[src/hdl/ddr_geom_pkg.sv]
`default_nettype none

package ddr_geom_pkg;

	localparam int bg_w     = 1;
	localparam int ba_w     = 2;
	localparam int row_w    = 3;
	localparam int col_w    = 3;
	localparam int num_cols = 8;  // row buffer depth
	localparam int data_w   = 16;
	localparam int addr_w   = 17;

	typedef logic [bg_w+ba_w-1:0] bank_t;  // {bank group, bank}
	typedef logic [row_w-1:0]     row_t;
	typedef logic [col_w-1:0]     col_t;
	typedef logic [data_w-1:0]    data_t;

	// address pins carry a row on ACTIVATE and the command bits otherwise
	typedef union packed {
		struct packed {
			logic [addr_w-row_w-1:0] a16_3;
			row_t                    row;
		} row_v;
		struct packed {
			logic           ras_n;  // a16
			logic           cas_n;  // a15
			logic           we_n;   // a14
			logic           a13;
			logic           bc_n;   // burst chop, ignored
			logic           a11;
			logic           ap;     // auto-precharge
			logic [9-col_w:0] a9_3;
			col_t           col;
		} col_v;
	} addr_word_u;

endpackage

`default_nettype wire

[src/hdl/read_return.sv]
`default_nettype none
`timescale 1ns/1ps

module read_return #(
	parameter int read_latency = 4
) (
	input  logic                ck_t,
	input  logic                rst_n,
	input  logic                rd_issue,
	input  ddr_geom_pkg::data_t rd_word,
	output logic                rd_valid,
	output ddr_geom_pkg::data_t rd_data
);

	logic [read_latency-1:0] vld_pipe;
	ddr_geom_pkg::data_t     data_pipe [read_latency];

	always_ff @(posedge ck_t)
	begin
		if (!rst_n)
			vld_pipe <= '0;
		else
		begin
			vld_pipe[0] <= rd_issue;
			for (int i = 1; i < read_latency; i++)
				vld_pipe[i] <= vld_pipe[i-1];
		end
	end

	// words ride alongside their valid bit
	always_ff @(posedge ck_t)
	begin
		data_pipe[0] <= rd_word;
		for (int i = 1; i < read_latency; i++)
			data_pipe[i] <= data_pipe[i-1];
	end

	assign rd_valid = vld_pipe[read_latency-1];
	assign rd_data  = data_pipe[read_latency-1];

endmodule

`default_nettype wire

[config.mk]
export PLATFORM = sky130hd
export DESIGN_NAME = read_return
export DESIGN_NICKNAME = d
export VERILOG_FILES = /design/src/hdl/ddr_geom_pkg.sv /design/src/hdl/read_return.sv
export SDC_FILE = /design/constraint.sdc
export NUM_CORES = 1
export LEC_CHECK = 0
export ABC_CLOCK_PERIOD_IN_PS = 900
export BUFFER_PORTS_ARGS = -buffer_cell sky130_fd_sc_hd__buf_2
export CAP_MARGIN = 20
export CORE_MARGIN = 5
export CORE_UTILIZATION = 51
export DETAILED_ROUTE_END_ITERATION = 7
export GPL_ROUTABILITY_DRIVEN = 0
export HOLD_SLACK_MARGIN = 0.08
export PLACE_DENSITY = 0.77
export SYNTH_ARGS = -nofsm -noshare
export SYNTH_HDL_FRONTEND = slang
export SYNTH_SLANG_ARGS = --single-unit
[constraint.sdc]
create_clock -name ck_t -period 0.9 [get_ports ck_t]
set_input_delay 0.045 -clock ck_t [delete_from_list [all_inputs] [get_ports ck_t]]
set_output_delay 0.045 -clock ck_t [all_outputs]
set_load 0.05 [all_outputs]
* Word-level counts from Yosys, hierarchy flattened
Memories as Yosys holds them, arrays and structs flattened.
Index checks and enable logic that the tools add are counted.
** Storage, ports and cells
- Bits in registers :: 4
- Bits in writable memories :: 64
- Input port bits :: 19
- Output and inout port bits :: 17
- Word-level logic and storage cells :: 2
- Memories :: 1
** Memories
- data_pipe :: depth 4, bits a word 16, read ports 4, clocked after memory_dff 0, wr ports 4, line read_return.sv:16 : ddr_geom_pkg::data_t data_pipe [read_latency];

* Logic depth before layout (Yosys ltp)
- Depth in word-level cells :: 0
- Depth in mapped cells :: 1
- Gate-level depth less buffers :: 1

* Worst setup path before layout
Ideal clock, no wire load.
- Kind :: register -> output
- Start :: memory data_pipe[3][0] (netlist bit)
- End :: output port rd_data[0]
- Arrival time :: 0.587 ns
- Required time :: 0.855 ns
- Path slack :: 0.268 ns
- Stages on the path, launching flop included :: 1
- Path buffers :: 0
- Path through :: dfxtp_1
** RTL lines
- from (decl) :: line read_return.sv:16
- to (decl) :: line read_return.sv:12 : output ddr_geom_pkg::data_t rd_data

==> results.md <==
- IR Drop Worst-Case VDD: around 2.6 mV
- R2R setup slack: ~0.34 ns
- Arr. time, crit path: roughly 0.86 ns
- Clock sink total: just under 70
- WL per Instance: roughly 12 µm
- Root cell of the clock tree: clkbuf_4
- WS Path Type: reg -> out
- Row cnt: 19
- Setup ws final: -0.00220 ns
- #FFs+latches synth: 68
- Bufs and invs on worst path: 1
- Die Height: 62.1 µm
- Largest delay share family, worst path: flip-flops
- Minimum hold slack: about 0.31 ns
- FILL cells: between 100 and 150
- Setup WS pre-CTS: 0.294 ns
- Die Span X: roughly 62 µm
- Fin crit share: 100%
- Die area: about 0.0039 mm²
- TritonCTS Buffers: 9
- Residual DRC: 0
- CP Launch Type: flop
- Setup Viol. Count Final: 2
- Worst-path cell chain: buf_8
- Status: complete, but fails checks
- Post-CTS setup buffers: 0
- All-Layer GR Usage: roughly 13%
- Met3 global-route usage: 6.67%
- Sequential element share of the synthesized area: between 90% and 100%
- Multi-input gate area: 25.0 µm²
- # IOs: 36
- M2 GR Usage: ~22%
- Endpoints failing hold: 0
- Syn Nets: between 90 and 100
- Critical Path Fanout Max: 1
- Leak pwr: ~0.95 nW
- Hold Path Class: in -> reg
- Unique masters post-synth: 2
- First drt pass iteration count: 2
- Final Net Count: between 150 and 200
- Synth Warn #: 0
- Mean Syn Cell Area: just under 20 µm²
- Vias after detailed routing: slightly above 700
- Slew @ Worst Pin: between 0.1 and 0.15 ns
- Syn Std Cell Area: between 0.001 and 0.0015 mm²
- Worst skew pair latency: 0.36 ns
- DRT iter0 DRCs: 15
- Worst rel slew slack: between 90 and 100%
- Design Power: 6.04 mW
- Initial antenna violation count: 0
- Critical Path Max Stage Delay: ~0.35 ns
- Tmin final: between 0.9 and 1 ns
- Max cap viols: 0
- Core region area: between 0.002 and 0.003 mm²
- Antenna Nets Post-Route: 0
- Yosys top cell area share: between 90% and 100%
- TritonCTS clock tree: yes
- Share of layout cells above drive strength 1: around 48%
- CTS Buffer Depth: 2
- Via density: ~4.1
- Power density over cell area: roughly 2800 mW/mm²
- Vias in the first global route: ~770
- Failing checks: negative setup slack
- WL final: 2090 µm
- Busiest grt layer: met2
- Most frequent cells in the layout: 51 x dfxtp_1, 18 x dlygate4sd3_1, 18 x buf_2, 17 x dfxtp_2, 15 x buf_8
- Setup_tns: -0.00302 ns
- Post-synth top area cell: dfxtp_1
- Req. time, crit path: around 0.85 ns
- CP max stage cell: dfxtp_2
- Placed Instances: around 140
- Largest net degree at the start of global routing: 13
- Register area: 0.00138 mm²
- P&R area growth vs syn: 55.6%
- Buffers on Ports: 35
- Synth top area cells: dfxtp_1 98%, and2_1 1.8%
- Cells after synthesis: a little over 70
- Commonest non-fill, non-tap cell in the layout: dfxtp_1
- Starting Density: roughly half
- CP Capture Type: output port
- Clock transition at path regs: ~0.1 ns
- Met1 Track Usage GR: between 10% and 20%
- Count of final max-slew check failures: 0
- H-Tree Level Count: 3
- Gr ovfl total: 0
- Post-route insts no fill: between 150 and 200
- Clk_skew: 0.00937 ns
- Ant diodes: 0
- RSZ-0062 raised after global routing: true
- First-pass GRT wire length: 3510 µm
- Max Clock Freq: approximately 1100 MHz
[flip-flops by register name, indices dropped and copies added, names as in the netlist]
| signal | cells |
|---|---|
| data_pipe | 64 |
| vld_pipe | 4 |
[area by class of cell]
cell class	count	area share, %
well taps	31	1.80
clock inverters	6	5.16
repair buffers	53	24.0
multi-input cells	4	1.16
clock buffers	10	3.77
flip-flops and latches	68	64.1
[report_power, final]
part | total (mW) | switching [mW] | internal [mW] | leakage [nW]
clock network | 2.46 | 0.980 | 1.48 | 0.0992
logic | 0.354 | 0.176 | 0.179 | 0.281
registers | 3.23 | 0.0514 | 3.17 | 0.573
total | 6.04 | 1.21 | 4.84 | 0.953
[stage by stage]
stage | utilization [%] | cell area [µm²]
floorplan | - | 1390
global placement | 59.6 | 1600
detailed placement | 59.6 | 1600
CTS | 79.0 | 2120
global route | 80.3 | 2160
finish | 80.3 | 2160
[Yosys cell counts (all sizes together)]
| library cell | count |
|---|---|
| dfxtp | 68 |
| and2 | 4 |
[routing by layer]
metal / wire length (µm) / vias up / share of wire, %
met5: 0 / - / 0
met4: 9 / 0 / 0.43
met3: 137 / 2 / 6.6
met2: 1280 / 24 / 61
met1: 656 / 327 / 31
li1: - / 352 / -
[kinds of logic (layout without fill, tap and decap cells)]
family | after synthesis | in the layout | synth area share [%]
buffers and inverters | 0 | 69 | 0
flip-flops | 68 | 68 | 98.2
AND/OR/NAND/NOR | 4 | 4 | 1.80
[what timing repair did]
item / 4_1_cts / 5_1_grt
hold endpoints to repair: 20 / 0
hold buffers: 18 / 0
resized for setup: 57 / 9
setup endpoints to repair: 17 / 17
[worst paths after layout]
kind	startpoint	endpoint	depth (start not counted)
worst max register to register	vld_pipe[0]	vld_pipe[1]	1
worst min-delay path	rd_word[13]	data_pipe[0][13]	2
worst min register to register	data_pipe[2][7]	data_pipe[3][7]	0
worst max-delay path	data_pipe[3][14]	rd_data[14]	1
Note: power is estimated with default switching activity, not from simulation.
