<file path="config.mk">
export PLATFORM = sky130hd
export DESIGN_NAME = cmd_decode_flat
export DESIGN_NICKNAME = d
export VERILOG_FILES = /design/src/hdl/ddr_geom_pkg.sv /design/src/hdl/ddr_cmd_pkg.sv /design/src/hdl/ddr_cmd_if.sv /design/src/hdl/cmd_decode.sv /design/src/flat_wrapper.sv
export SDC_FILE = /design/constraint.sdc
export NUM_CORES = 1
export LEC_CHECK = 0
export ABC_AREA = 0
export BUFFER_PORTS_ARGS = -buffer_cell sky130_fd_sc_hd__buf_4
export CAP_MARGIN = 20
export CORE_UTILIZATION = 37
export CTS_CLUSTER_DIAMETER = 50
export DETAILED_ROUTE_END_ITERATION = 10
export PLACE_DENSITY = 0.89
export SLEW_MARGIN = 20
export SYNTH_ARGS = -nofsm -noshare
export SYNTH_HDL_FRONTEND = slang
export SYNTH_SLANG_ARGS = --single-unit
</file>
<file path="constraint.sdc">
create_clock -name ck_t -period 1.6 [get_ports ck_t]
set_input_delay 0.32 -clock ck_t [delete_from_list [all_inputs] [get_ports ck_t]]
set_output_delay 0.32 -clock ck_t [all_outputs]
set_load 0.005 [all_outputs]
</file>
<file path="src/hdl/ddr_geom_pkg.sv">
`default_nettype none

package ddr_geom_pkg;

	localparam int bg_w     = 1;
	localparam int ba_w     = 2;
	localparam int row_w    = 3;
	localparam int col_w    = 3;
	localparam int num_cols = 8;  // row buffer depth
	localparam int data_w   = 16;
	localparam int addr_w   = 17;

	typedef logic [bg_w+ba_w-1:0] bank_t;  // {bank group, bank}
	typedef logic [row_w-1:0]     row_t;
	typedef logic [col_w-1:0]     col_t;
	typedef logic [data_w-1:0]    data_t;

	// address pins carry a row on ACTIVATE and the command bits otherwise
	typedef union packed {
		struct packed {
			logic [addr_w-row_w-1:0] a16_3;
			row_t                    row;
		} row_v;
		struct packed {
			logic           ras_n;  // a16
			logic           cas_n;  // a15
			logic           we_n;   // a14
			logic           a13;
			logic           bc_n;   // burst chop, ignored
			logic           a11;
			logic           ap;     // auto-precharge
			logic [9-col_w:0] a9_3;
			col_t           col;
		} col_v;
	} addr_word_u;

endpackage

`default_nettype wire

</file>
<file path="src/hdl/ddr_cmd_pkg.sv">
`default_nettype none

package ddr_cmd_pkg;

	typedef enum logic [2:0] {
		cmd_nop,
		cmd_activate,
		cmd_read,
		cmd_write,
		cmd_precharge,
		cmd_refresh
	} cmd_e;

	// {ras_n, cas_n, we_n} with act_n high
	localparam logic [2:0] rcw_read      = 3'b101;
	localparam logic [2:0] rcw_write     = 3'b100;
	localparam logic [2:0] rcw_precharge = 3'b010;
	localparam logic [2:0] rcw_refresh   = 3'b001;

endpackage

`default_nettype wire

</file>
<file path="src/hdl/ddr_cmd_if.sv">
`default_nettype none
`timescale 1ns/1ps

// one decoded command, valid for a single cycle
interface ddr_cmd_if;

	logic                cmd_valid;
	ddr_cmd_pkg::cmd_e   cmd;
	ddr_geom_pkg::bank_t bank;
	ddr_geom_pkg::row_t  row;       // meaningful on activate only
	ddr_geom_pkg::col_t  col;
	logic                auto_pre;
	ddr_geom_pkg::data_t wdata;

	modport issue (
		output cmd_valid,
		output cmd,
		output bank,
		output row,
		output col,
		output auto_pre,
		output wdata
	);

	modport accept (
		input cmd_valid,
		input cmd,
		input bank,
		input row,
		input col,
		input auto_pre,
		input wdata
	);

endinterface

`default_nettype wire

</file>
<file path="src/hdl/cmd_decode.sv">
`default_nettype none
`timescale 1ns/1ps

module cmd_decode (
	input  logic                              ck_t,
	input  logic                              rst_n,
	input  logic                              cs_n,
	input  logic                              act_n,
	input  logic [ddr_geom_pkg::bg_w-1:0]     bg,
	input  logic [ddr_geom_pkg::ba_w-1:0]     ba,
	input  ddr_geom_pkg::addr_word_u          addr,
	input  ddr_geom_pkg::data_t               data_in,
	ddr_cmd_if.issue                          cmd
);

	ddr_cmd_pkg::cmd_e dec_cmd;

	always_comb
	begin
		dec_cmd = ddr_cmd_pkg::cmd_nop;
		if (!cs_n)
		begin
			if (!act_n)
				dec_cmd = ddr_cmd_pkg::cmd_activate;
			else
				case ({addr.col_v.ras_n, addr.col_v.cas_n, addr.col_v.we_n})
					ddr_cmd_pkg::rcw_write:     dec_cmd = ddr_cmd_pkg::cmd_write;
					ddr_cmd_pkg::rcw_read:      dec_cmd = ddr_cmd_pkg::cmd_read;
					ddr_cmd_pkg::rcw_precharge: dec_cmd = ddr_cmd_pkg::cmd_precharge;
					ddr_cmd_pkg::rcw_refresh:   dec_cmd = ddr_cmd_pkg::cmd_refresh;
					default:                    dec_cmd = ddr_cmd_pkg::cmd_nop;
				endcase
		end
	end

	always_ff @(posedge ck_t)
	begin
		if (!rst_n)
			cmd.cmd_valid <= 1'b0;
		else
			cmd.cmd_valid <= (dec_cmd != ddr_cmd_pkg::cmd_nop);  // deselect and nop drop out
	end

	// payload, only meaningful alongside cmd_valid
	always_ff @(posedge ck_t)
	begin
		cmd.cmd   <= dec_cmd;
		cmd.bank  <= {bg, ba};
		cmd.wdata <= data_in;
		if (!act_n)
			cmd.row <= addr.row_v.row;
		else
		begin
			cmd.col      <= addr.col_v.col;
			cmd.auto_pre <= addr.col_v.ap;
		end
	end

endmodule

`default_nettype wire

</file>
<file path="src/flat_wrapper.sv">
// flat-port wrapper written by rule: the top's interface ports become plain ports
module cmd_decode_flat 
  (ck_t, rst_n, cs_n, act_n, bg, ba, addr, data_in, cmd_cmd_valid, cmd_cmd, cmd_bank, cmd_row, cmd_col, cmd_auto_pre, cmd_wdata);
  ddr_cmd_if cmd_i ();
  input  logic ck_t;
  input  logic rst_n;
  input  logic cs_n;
  input  logic act_n;
  input  logic [ddr_geom_pkg::bg_w-1:0] bg;
  input  logic [ddr_geom_pkg::ba_w-1:0] ba;
  input  ddr_geom_pkg::addr_word_u addr;
  input  ddr_geom_pkg::data_t data_in;
  output wire logic [$bits(cmd_i.cmd_valid)-1:0] cmd_cmd_valid;
  output wire logic [$bits(cmd_i.cmd)-1:0] cmd_cmd;
  output wire logic [$bits(cmd_i.bank)-1:0] cmd_bank;
  output wire logic [$bits(cmd_i.row)-1:0] cmd_row;
  output wire logic [$bits(cmd_i.col)-1:0] cmd_col;
  output wire logic [$bits(cmd_i.auto_pre)-1:0] cmd_auto_pre;
  output wire logic [$bits(cmd_i.wdata)-1:0] cmd_wdata;
  assign cmd_cmd_valid = cmd_i.cmd_valid;
  assign cmd_cmd = cmd_i.cmd;
  assign cmd_bank = cmd_i.bank;
  assign cmd_row = cmd_i.row;
  assign cmd_col = cmd_i.col;
  assign cmd_auto_pre = cmd_i.auto_pre;
  assign cmd_wdata = cmd_i.wdata;
  cmd_decode u_core (.ck_t(ck_t), .rst_n(rst_n), .cs_n(cs_n), .act_n(act_n), .bg(bg), .ba(ba), .addr(addr), .data_in(data_in), .cmd(cmd_i));
endmodule
</file>
-- After elaboration in Yosys (flattened, before gate mapping)
Cells that the tools add are included.
- bitwise logic cells: 0
- reduce and logical (&&, ||, !) cells: 1
- mux-type cells: 3
- $lt $le $gt $ge: 0
- eq/ne operators: 4
- add/subtract/negate cells: 0
- divide/modulo/power cells: 0
- multipliers: 0
- shift-type cells: 0
- operators by type and width (cell ; number):
    case mux 3 bit (4 select lines) ; 1
    equality test 3 bit, second input constant ; 2
    two-way mux 3 bit ; 2
    equality test 3 x 1 -> 1 bit, second input constant ; 1
    equality test 3 x 2 -> 1 bit, second input constant ; 1
    nonzero test 3 bit ; 1
- ROM bits: 0
- logic and storage cells: 15
- memories kept: 0
- bits in writable memories: 0
- bits in registers: 30
- output and inout bits: 30
- input bits: 40
- latch bits: 0

-- Logic depth before layout (Yosys ltp)
- word-level depth: 5
- mapped depth: 2
- depth with buffers taken out: 2

-- Worst setup path after synthesis
Ideal clock, no wire load.
- path kind: input-to-reg
- start: in addr[16] in the netlist's numbering
- end: reg u_core.cmd.cmd_valid
- setup time: 0.096 ns
- required time: 1.504 ns
- buffers on the path: 0
- cell stages on the path: 2
- arrival: 0.746 ns
- setup slack: 0.758 ns
- path through: o211a_1 > nor4b_1
- cells in the longest elaborated chain, start to end: 5
- elaborated cells on any way between the ends: 8
- those cells by class: eq/ne (4); mux (3); reduce/logical (1)
- RTL lines (element ; line ; RTL):
    start: declaration ; flat_wrapper.sv:11 ; input ddr_geom_pkg::addr_word_u addr;
    equality test 3 x 1 -> 1 bit (tied with other cells) ; cmd_decode.sv:26 ; case ({addr.col_v.ras_n, addr.col_v.cas_n, addr.col_v.we_n})
    case mux 3 bit (4 select lines) * ; cmd_decode.sv:26 ;
    two-way mux 3 bit * ; cmd_decode.sv:23 ; if (!act_n)
    two-way mux 3 bit * ; cmd_decode.sv:21 ; if (!cs_n)
    nonzero test 3 bit * ; cmd_decode.sv:41 ; cmd.cmd_valid <= (dec_cmd != ddr_cmd_pkg::cmd_nop);
    end signal: assignment ; cmd_decode.sv:41 ;
    end: declaration ; ddr_cmd_if.sv:16 ; output cmd_valid,
Every way passes the cells marked *; elsewhere a longest branch is shown, timed or not.
A chain may end at the register's enable or synchronous reset.

-- Final worst setup path
- start: reg u_core.cmd.auto_pre
- end: out cmd_auto_pre
- RTL lines (element ; line ; RTL):
    start: declaration ; ddr_cmd_if.sv:21 ; output auto_pre,
    start signal: assignment ; cmd_decode.sv:55 ; cmd.auto_pre <= addr.col_v.ap;
    end: declaration ; flat_wrapper.sv:18 ; output wire logic [$bits(cmd_i.auto_pre)-1:0] cmd_auto_pre;
No word-level cell between the ends.

==> summary.txt <==
Status: finished, final reports clean
Asr flop ratio synth: 0%
Max VDD drop: 0.000780 V
P&R area growth vs syn: 70.0%
Worst path slowest cell: edfxtp_1
Crit end category: output port
Die H: 46.9 um
Max-slew violations: 0
Area contributors post-synth: dfxtp_1 62%, edfxtp_1 28%, nor4b_1 3.5%, o211a_1 1.3%, o2bb2ai_1 1.2%
Slew of the pin with the lowest slew margin: 0.269 ns
Die width: 46.9 um
IO Count: 70
Critical path arrival: 0.82 ns
Worst-path clk slew: 0.08 ns
Finished Cell Area: 1270 um2
CTS tree: built
Core area: 1800 um2
Initial antenna violation count: 0
Pre-antenna DRT Iters: 4
Post-CTS setup buffers: 0
Die area: 2200 um2
Synth warn: 0
H-tree depth: 2
PortBufs: 59
RD Place Congestion: 0.665
Max Clk Rate: 0.879 GHz
Synth top area share: 61.6%
Final WL: 1770 um
CTS Root Buffer Type: clkbuf_4
Setup CP Type: flop to output port
Max cap viols: 0
Initial drt markers: 7
Routed met2 length: 1120 um
Largest net degree at the start of global routing: 10
Slew HR: 81.8%
Setup crit start kind: flop
Max incr delay on CP: 0.37 ns
Number of fill cells in the layout: 142
Total track usage: 15.9%
Diode count: 0
Avg Inst Size Synth: 18.7 um2
Syn_nets: 80
Post-synth top cells: 23 x dfxtp_1, 7 x edfxtp_1, 3 x nor4b_1
PD cells: 1080 nW/um2
Vias: 546
Final setup violation count: 0
Netlist cell types: 10
Cell Area, Placed: 1220 um2
Critical Path Fanout Max: 1
Clock buffer depth: 2
Antenna Nets Post-Route: 0
Syn Inst Count: 40
Clock Sinks: 30
Final Cycle Share: 71.1%
Post-CTS Resized: 0
Buf/Inv on CP: 1
GRT overflow: 0
Ys flop type: dfxtp_1
Nets: 146
Vias in the first global route: 532
HP Class: primary input to flop
CP Data Required Time: 1.28 ns
Crit-path leading delay family: flip-flops
Seq cells post-synth: 30
Tmin final: 1.14 ns
Cell area after synthesis: 747 um2
Hold Vio Cnt, Final: 0
RSZ-0062 raised after global routing: false
CP cell instances: buf_4
Max layer used: met3
First-pass GRT wire length: 2240 um
Post-CTS Hold Buffers: 0
Initial core utilization: 41.5%
Routed WL per cell: 13.4 um
TritonCTS buffer count: 5
Most common cell in the netlist: dfxtp_1
Drc violations: 0
Static Leak: 0.603 nW
Number of enable flip-flop cells after synthesis: 7
Synth area leader: dfxtp_1
WL met1: 528 um
Share of cells above drive strength 1: 59.8%
Site Rows: 15
Via/cell ratio: 4.14
Met3 Wirelength: 112 um
Sum of negative setup slack: 0 ns
Seq/Total Area, Yosys: 89.8%
-- routing by layer --
metal	track usage, %	vias up
met5	0	-
met4	6.86	0
met3	8.08	0
met2	32.2	29
met1	11.9	248
li1	-	269
-- worst paths after layout --
check / cells after the start / from / endpoint
max: 1 / u_core.cmd.auto_pre$_DFFE_PP_ / cmd_auto_pre
min: 1 / data_in[5] / u_core.cmd.wdata[5]$_DFF_P_
-- per-stage QoR --
stage                     std cells  setup WS, ns  total power [W]  util [%]  hold WS (ns)
after global routing            132         0.421          0.00144      70.5        0.0772
final                           132         0.462          0.00137      70.5         0.109
after detailed placement        124         0.475          0.00100      67.8         0.426
after global placement          124         0.575         0.000993      67.8         0.425
after CTS                       132         0.455          0.00138      70.5        0.0995
after floorplan                  40         0.758         0.000868         -         0.348
-- power by group --
group          switching (W)  total [W]  internal, W
clock network       0.000219   0.000394     0.000175
registers          0.0000112   0.000831     0.000820
logic              0.0000471   0.000149     0.000102
-- placed cells by master, fill, tap and decap left out --
master     instances
dfxtp_1           23
xnor2_1            1
nor2_1             1
nor4b_1            3
nor4_1             1
buf_4             59
o211a_1            1
edfxtp_1           7
o2bb2ai_1          1
clkbuf_4           5
inv_1              1
clkbuf_1           3
xor2_1             1
-- final cells by class --
| type | instances | area (um2) | share of cell area, % |
|---|---|---|---|
| inverters | 1 | 3.75 | 0.296 |
| multi-input cells | 9 | 72.6 | 5.71 |
| clock buffers | 8 | 48.8 | 3.84 |
| flip-flops and latches | 30 | 671 | 52.8 |
| well taps | 25 | 31.3 | 2.46 |
| repair buffers | 59 | 443 | 34.9 |
-- flip-flops by register name, indices dropped and copies added (netlist names) --
register	count
u_core.cmd.cmd	3
u_core.cmd.bank	3
u_core.cmd.col	3
u_core.cmd.cmd_valid	1
u_core.cmd.auto_pre	1
u_core.cmd.wdata	16
u_core.cmd.row	3
-- cell families after synthesis --
logic type                share of synthesized area, %
and+or+nand+nor                                   4.86
xor gates and xnor gates                          2.35
AOI/OAI and AO/OA                                 2.51
buffers and inverters                            0.502
DFF                                               89.8
Note: power is estimated with default switching activity, not from simulation.
