File: config.mk
export PLATFORM = sky130hd
export DESIGN_NAME = refresh_timer
export DESIGN_NICKNAME = d
export VERILOG_FILES = /design/src/hdl/refresh_timer.sv
export SDC_FILE = /design/constraint.sdc
export NUM_CORES = 1
export LEC_CHECK = 0
export BUFFER_PORTS_ARGS = -buffer_cell sky130_fd_sc_hd__buf_2
export CAP_MARGIN = 10
export CORE_MARGIN = 10
export CORE_UTILIZATION = 38
export CTS_CLUSTER_DIAMETER = 120
export DETAILED_ROUTE_END_ITERATION = 8
export HOLD_SLACK_MARGIN = 0.06
export PLACE_DENSITY = 0.66
export SLEW_MARGIN = 20
export SYNTH_ARGS = -nofsm -noshare
export SYNTH_HDL_FRONTEND = slang
export SYNTH_SLANG_ARGS = --single-unit
File: constraint.sdc
create_clock -name ck_t -period 2.1 [get_ports ck_t]
set_input_delay 0.105 -clock ck_t [delete_from_list [all_inputs] [get_ports ck_t]]
set_output_delay 0.105 -clock ck_t [all_outputs]
set_load 0.02 [all_outputs]
File: src/hdl/refresh_timer.sv
`default_nettype none
`timescale 1ns/1ps

module refresh_timer #(
	parameter int refresh_interval = 200,
	parameter int refresh_cycles   = 12
) (
	input  logic ck_t,
	input  logic rst_n,
	input  logic refresh_start,
	output logic refresh_due,
	output logic refresh_active
);

	localparam int int_w = $clog2(refresh_interval + 1);
	localparam int act_w = $clog2(refresh_cycles + 1);

	logic [int_w-1:0] interval_cnt;
	logic [act_w-1:0] active_cnt;   // cycles left in the current refresh

	always_ff @(posedge ck_t)
	begin
		if (!rst_n)
		begin
			interval_cnt   <= '0;
			active_cnt     <= '0;
			refresh_due    <= 1'b0;
			refresh_active <= 1'b0;
		end
		else if (refresh_start)
		begin
			// explicit or periodic, both restart the schedule
			interval_cnt   <= '0;
			refresh_due    <= 1'b0;
			refresh_active <= 1'b1;
			active_cnt     <= act_w'(refresh_cycles - 1);
		end
		else
		begin
			if (refresh_active)
			begin
				if (active_cnt == '0)
					refresh_active <= 1'b0;
				else
					active_cnt <= active_cnt - 1'b1;
			end
			if (interval_cnt == int_w'(refresh_interval - 1))
				refresh_due <= 1'b1;  // held until the engine starts one
			else
				interval_cnt <= interval_cnt + 1'b1;
		end
	end

endmodule

`default_nettype wire

# After elaboration in Yosys (flattened, before gate mapping)
# Cells that the tools add are included.
[totals]
register_bits = 14
inputBits = 3
out_inout_bits = 2
wordCells = 22
[op_classes]
addsub = 2
eq_ne = 2
muxes = 6
n_bitwise = 2
reduce_logical = 5
[op_table]
columns = ["operator", "n"]
rows = [
  ["$mux 4", 3],
  ["$add 8x1->8 const B", 1],
  ["$eq 8x8->1 const B", 1],
  ["$logic_not 4->1", 1],
  ["$reduce_and 2->1", 2],
  ["$sub 4x1->4 const B", 1],
  ["$mux 1", 3],
  ["$ne 2x2->1 const B", 1],
  ["$not 1->1", 2],
  ["$reduce_bool 2->1", 1],
  ["$reduce_or 2->1", 1],
]

# Longest topological paths before layout
# Gate-level depths: netlist of run 1.
[depth]
ltp_word = 4
mapped_depth = 5
ltp_nobuf = 5

# Least setup slack after synthesis of run 1
# Ideal clock, no wire load.
[synth_path]
kind = "register to register"
startpoint = "reg active_cnt[0]"
endpoint = "reg active_cnt[1]"
setup_ps = 122
arrival_ps = 1342
required_ps = 1978
slack_ps = 636
path_stages_with_launch = 6
path_buffers = 0
synth_period_minus_slack_ps = 1464
path_cell_list = "dfxtp_1 inv_1 ha_1 or3b_4 and2_4 o311a_1"
[synth_between]
elab_chain_len = 4
elab_cells_between_ends = 7
cone_classes = "add/sub (1); eq/ne (1); mux (3); reduce/logical (2)"
[synth_rtl]
columns = ["item", "line_no", "text"]
rows = [
  ["from (decl)", "19", "logic [act_w-1:0] active_cnt;"],
  ["from (signal assigned)", "36", "active_cnt <= act_w'(refresh_cycles - 1);"],
  ["from (signal assigned)", "45", "active_cnt <= active_cnt - 1'b1;"],
  ["$sub 4x1->4", "45", ""],
  ["$mux 4", "42", "if (active_cnt == '0)"],
  ["$mux 4", "40", "if (refresh_active)"],
  ["$mux 4", "30", "else if (refresh_start)"],
]
# Several ways; a longest one is shown, not always the timed one. The select of a mux whose other input is x is not followed.
# A chain may end at the register's enable or synchronous reset.

# Worst setup path after layout of run 1
# Same ends and word-level chain as after synthesis.

==> flow_metrics.env, run 1 <==
export IMPL_yosysSeqAreaShare=0.4164
export IMPL_vias=570
export IMPL_setup_viol=0
export IMPL_r2r_start="active_cnt[0]"
export IMPL_cts_buffer_depth=2
export IMPL_fin_crit_ps=1550
export IMPL_reg2reg_to="active_cnt[1]"
export IMPL_cp_data_arrival_time_ps=1720
export IMPL_period_share=0.7380
export IMPL_synthToLayoutAreaGrowth_pct=12.45
export IMPL_skew_ps=0.8157
export IMPL_wl_microns=1258
export IMPL_fp_row_count=15
export IMPL_port_buffer_count=4
export IMPL_ir_drop_mv=0.4771
export IMPL_slew_viol_final=0
export IMPL_fin_nets=89
export IMPL_synth_seq_cells=14
export IMPL_cts_tree="yes"
export IMPL_numCtsBuffers=3
export IMPL_synth_cell_types=30
export IMPL_synth_edf_count=0
export IMPL_start_util=0.3941
export IMPL_ys_async_sr_fraction=0
export IMPL_grt_max_degree=10
export IMPL_placed_area_sq_um=720.7
export IMPL_first_pass_iters=3
export IMPL_start_kind="register"
export IMPL_grt_pass1_wl_microns=2125
export IMPL_critPathKind="register to register"
export IMPL_cts_sinks=14
export IMPL_cts_hold_buf=0
export IMPL_io_pins=5
export IMPL_end_kind="register"
export IMPL_wl_per_cell_microns=11.76
export IMPL_die_y_microns=62.09
export IMPL_r2r_cells=5
export IMPL_die_area_sq_um=3855
export IMPL_ys_warn_count=0
export IMPL_regArea_sq_um=280.3
export IMPL_design_area_sq_um=757.0
export IMPL_cts_max_level=1
export IMPL_drv_cap=0
export IMPL_worst_pin_slew_ps=341.9
export IMPL_fillers=163
export IMPL_grt_overflow=0
export IMPL_min_path_type="input port to register"
export IMPL_hold_violations=0
export IMPL_synth_cells=75
export IMPL_fmax_ghz=0.6452
export IMPL_layout_commonest_cell="dfxtp_1"
export IMPL_crit_start="active_cnt[0]"
export IMPL_netlist_area_sq_um=673.1
export IMPL_die_w_microns=62.09
export IMPL_hpwl_microns=931.4
export IMPL_p_per_area_nw_per_um2=696.4
export IMPL_clockRootBuffer="clkbuf_4"
export IMPL_ant_nets=0
export IMPL_drive_gt1_frac=0.1463
export IMPL_status="completed"
export IMPL_ys_flop_type="dfxtp_1"
export IMPL_cp_endpoint="active_cnt[1]"
export IMPL_grt_setup_unrepaired="false"
export IMPL_drc_errors=0
export IMPL_cts_resized=0
export IMPL_max_slew_margin=0.7721
export IMPL_tns_ps=0
export IMPL_viasPerCell=5.327
export IMPL_multiInputGateArea_sq_um=377.9
export IMPL_grt_usage=0.07383
export IMPL_num_antenna_cells=0
export IMPL_r2r_slack_ps=550
export IMPL_antenna_found_initial=0
export IMPL_clock_latency_ps=280
export IMPL_cts_setup_buffers=0
export IMPL_first_iter_violations=10
export IMPL_grt_pass1_vias=515
export IMPL_clk_pin_slew_ps=90
export IMPL_syn_nets=81
export IMPL_core_area_sq_um=1708
export IMPL_required_ps=2270
export IMPL_cp_max_fo=4
export IMPL_place_gp_congestion=0.7736
export IMPL_synth_area_per_cell_sq_um=8.975
export IMPL_leakagePower_nw=0.2781
export IMPL_layout_common_cells="dfxtp_1, a21oi_1, nor2_1, o21ai_0, nand3_1"
per-stage QoR:
| step | hold slack, ps | utilization | setup slack (ps) | std cells | power [mW] |
|---|---|---|---|---|---|
| 6_report | 99.20 | 0.4432 | 550.1 | 107 | 0.5271 |
| 5_1_grt | 95.94 | 0.4432 | 457.1 | 107 | 0.5531 |
| 4_1_cts | 89.65 | 0.4432 | 538.9 | 107 | 0.5348 |
| 3_5_place_dp | 395.3 | 0.4220 | 555.4 | 103 | 0.3399 |
| 3_3_place_gp | 392.9 | 0.4220 | 609.1 | 103 | 0.3381 |
| 2_1_floorplan | 222.5 | - | 636.4 | 75 | 0.3257 |
cell families after synthesis:
logic type	after synthesis	share of synthesized area
buf+inv	4	0.02230
fa+ha+maj	3	0.05577
flops	14	0.4164
compound gates	21	0.1989
xor+xnor	1	0.01301
simple gates	32	0.2937
worst min-delay path by stage:
| stage | from | end | slack, ps | cells past startpoint |
|---|---|---|---|---|
| after floorplan | rst_n | refresh_active | 220 | 1 |
| after global placement | rst_n | active_cnt[0] | 390 | 2 |
| after detailed placement | rst_n | refresh_active | 400 | 2 |
| after CTS | rst_n | refresh_active | 90 | 2 |
| after global routing | rst_n | active_cnt[0] | 100 | 2 |
| final | rst_n | refresh_active | 100 | 2 |
layer usage:
layer	wire [microns]	share of wire	GRT usage
met5	0	0	0
met4	9	0.0072	0.03822
met3	41	0.033	0.02846
met2	574	0.46	0.1067
met1	632	0.50	0.09218
power breakdown:
group          switching [mW]  internal, mW
sequential            0.00901         0.275
combinational          0.0258        0.0242
clock                  0.0878         0.105
synth_stat cells, drive strengths merged, types with 2 or more instances:
cell / n / area (sq um)
o21ai: 5 / 25.02
or3: 3 / 18.77
ha: 3 / 37.54
a21oi: 8 / 40.04
o21a: 2 / 15.01
nand2: 4 / 15.01
nor2: 5 / 18.77
nor3: 2 / 10.01
dfxtp: 14 / 280.3
and3: 2 / 12.51
nand3: 5 / 25.02
o311a: 2 / 20.02
inv: 3 / 11.26
state kept, by name, indices dropped and copies added (netlist names):
name	cells
interval_cnt	8
refresh_due	1
active_cnt	4
refresh_active	1
critical path: stages, from the launching register on:
cell     delay (ps)
dfxtp_1         320
inv_1           110
ha_1            170
or3b_4          400
and2_4          180
o311a_1         280
final cells by class:
| class | count | share of cell area |
|---|---|---|
| Clock buffer | 4 | 0.04793 |
| Tap cell | 25 | 0.04132 |
| Timing Repair Buffer | 4 | 0.02645 |
| Multi-Input combinational cell | 57 | 0.4992 |
| Inverter | 3 | 0.01488 |
| Sequential cell | 14 | 0.3702 |
No activity file was read; power rests on OpenSTA's default activity.
==> run 2: changes to the inputs <==
==> constraint.sdc (replaced) <==
create_clock -name ck_t -period 1.6 [get_ports ck_t]
set_input_delay 0.08 -clock ck_t [delete_from_list [all_inputs] [get_ports ck_t]]
set_output_delay 0.08 -clock ck_t [all_outputs]
set_load 0.02 [all_outputs]
==> flow_metrics.env, run 2 (synthesis gave the netlist of run 1 again) <==
export IMPL_start_util=0.3941
export IMPL_wl_microns=1258
export IMPL_top_regs="interval_cnt x8, active_cnt x4"
export IMPL_drc_errors=0
export IMPL_grt_pass1_vias=515
export IMPL_largest_reg_flops=8
export IMPL_hold_start="rst_n"
export IMPL_slew_viol_final=0
export IMPL_ir_drop_mv=0.6261
export IMPL_end_kind="register"
export IMPL_cts_sinks=14
export IMPL_port_buffer_count=4
export IMPL_die_area_sq_um=3855
export IMPL_grt_setup_unrepaired="false"
export IMPL_cts_max_level=1
export IMPL_num_antenna_cells=0
export IMPL_start_kind="register"
export IMPL_whs_endpoint="refresh_active"
export IMPL_whs_path_depth=2
export IMPL_clk_pin_slew_ps=90
export IMPL_max_slew_margin=0.7721
export IMPL_clock_latency_ps=280
export IMPL_p_int_uw=531.0
export IMPL_required_ps=1770
export IMPL_p_seq_frac=0.538
export IMPL_io_pins=5
export IMPL_core_area_sq_um=1708
export IMPL_die_w_microns=62.09
export IMPL_critPathKind="register to register"
export IMPL_fmax_ghz=0.6561
export IMPL_placed_area_sq_um=720.7
export IMPL_wl_per_cell_microns=11.76
export IMPL_fin_crit_ps=1524
export IMPL_p_comb_frac=0.095
export IMPL_reg2reg_to="active_cnt[0]"
export IMPL_design_area_sq_um=757.0
export IMPL_grt_pass1_wl_microns=2125
export IMPL_skew_ps=0.8344
export IMPL_place_gp_congestion=0.7736
export IMPL_tns_ps=0
export IMPL_numCtsBuffers=3
export IMPL_cp_data_arrival_time_ps=1700
export IMPL_p_sw_uw=161.5
export IMPL_drive_gt1_frac=0.1585
export IMPL_synthToLayoutAreaGrowth_pct=12.45
export IMPL_cts_tree="yes"
export IMPL_ant_nets=0
export IMPL_r2r_cells=5
export IMPL_cp_max_fo=4
export IMPL_min_path_type="input port to register"
export IMPL_first_pass_iters=3
export IMPL_vias=571
export IMPL_r2r_start="active_cnt[1]"
export IMPL_hold_violations=0
export IMPL_sw_frac_of_total=0.2332
export IMPL_die_y_microns=62.09
export IMPL_r2r_slack_ps=80
export IMPL_drv_cap=0
export IMPL_first_iter_violations=7
export IMPL_cts_buffer_depth=2
export IMPL_p_per_area_nw_per_um2=914.8
export IMPL_setup_viol=0
export IMPL_largest_register="interval_cnt"
export IMPL_leakagePower_nw=0.2775
export IMPL_grt_usage=0.07383
export IMPL_status="completed"
export IMPL_fin_total_pwr_uw=692.5
export IMPL_clockRootBuffer="clkbuf_4"
export IMPL_layout_common_cells="dfxtp_1, a21oi_1, nor2_1, o21ai_0, nand3_1"
export IMPL_layout_commonest_cell="dfxtp_1"
export IMPL_cts_setup_buffers=0
export IMPL_fp_row_count=15
export IMPL_dp_slack_ps=55.41
export IMPL_hpwl_microns=931.4
export IMPL_worst_pin_slew_ps=341.9
export IMPL_grt_overflow=0
export IMPL_fin_nets=89
export IMPL_pwr_share_clk=0.366
export IMPL_viasPerCell=5.336
export IMPL_antenna_found_initial=0
export IMPL_grt_max_degree=10
export IMPL_period_share=0.9526
export IMPL_setup_ws_ps=75.85
-- run 2: cell count changes in the layout (fill, tap and decap cells not counted) --
cell / change
inv_1: -1
inv_2: +1
-- run 2: area by class of cell --
| class | count | area (sq um) |
|---|---|---|
| Timing Repair Buffer | 4 | 20.02 |
| Tap cell | 25 | 31.28 |
| Fill cell | 163 | 950.9 |
| Multi-Input combinational cell | 57 | 377.9 |
| Clock buffer | 4 | 36.28 |
| Inverter | 3 | 11.26 |
| Sequential cell | 14 | 280.3 |
-- run 2: metal layers --
metal,track usage,part of all wire,up-vias
met2,0.1067,0.46,4
met3,0.02846,0.033,2
met4,0.03822,0.0072,0
met1,0.09218,0.50,274
li1,-,-,291
met5,0,0,-
-- run 2: per-stage QoR --
step	hold slack, ps	util	cells
2_1_floorplan	197.5	-	75
3_3_place_gp	367.9	0.4220	103
3_5_place_dp	370.3	0.4220	103
4_1_cts	64.65	0.4432	107
5_1_grt	70.94	0.4432	107
6_report	74.17	0.4432	107
-- run 2: timing repair --
| action | CTS | global route |
|---|---|---|
| hold buffers | 0 | 0 |
| gates resized for setup | 0 | 1 |
| setup endpoints to repair | 0 | 2 |
-- run 2: power by group through the flow --
stage	Combinational (mW)	Sequential (mW)	Clock [mW]
after detailed placement	0.0659	0.380	0
after global routing	0.0736	0.375	0.278
after floorplan	0.0475	0.380	0
after global placement	0.0635	0.380	0
final	0.0660	0.373	0.254
after CTS	0.0660	0.372	0.264
-- run 2: worst max-delay path by stage --
stage | startpoint | depth (start not counted) | slack (ps) | to
3_3_place_gp | active_cnt[0] | 5 | 110 | active_cnt[0]
4_1_cts | active_cnt[0] | 5 | 40 | active_cnt[1]
2_1_floorplan | active_cnt[0] | 5 | 140 | active_cnt[1]
5_1_grt | active_cnt[0] | 5 | 7 | active_cnt[1]
6_report | active_cnt[1] | 5 | 80 | active_cnt[0]
3_5_place_dp | active_cnt[0] | 5 | 60 | active_cnt[1]
-- run 2: critical path, stage by stage (launching register included) --
cell,delay (ps)
dfxtp_1,330
inv_1,80
ha_1,160
or3b_4,400
and3_1,190
o31a_1,260
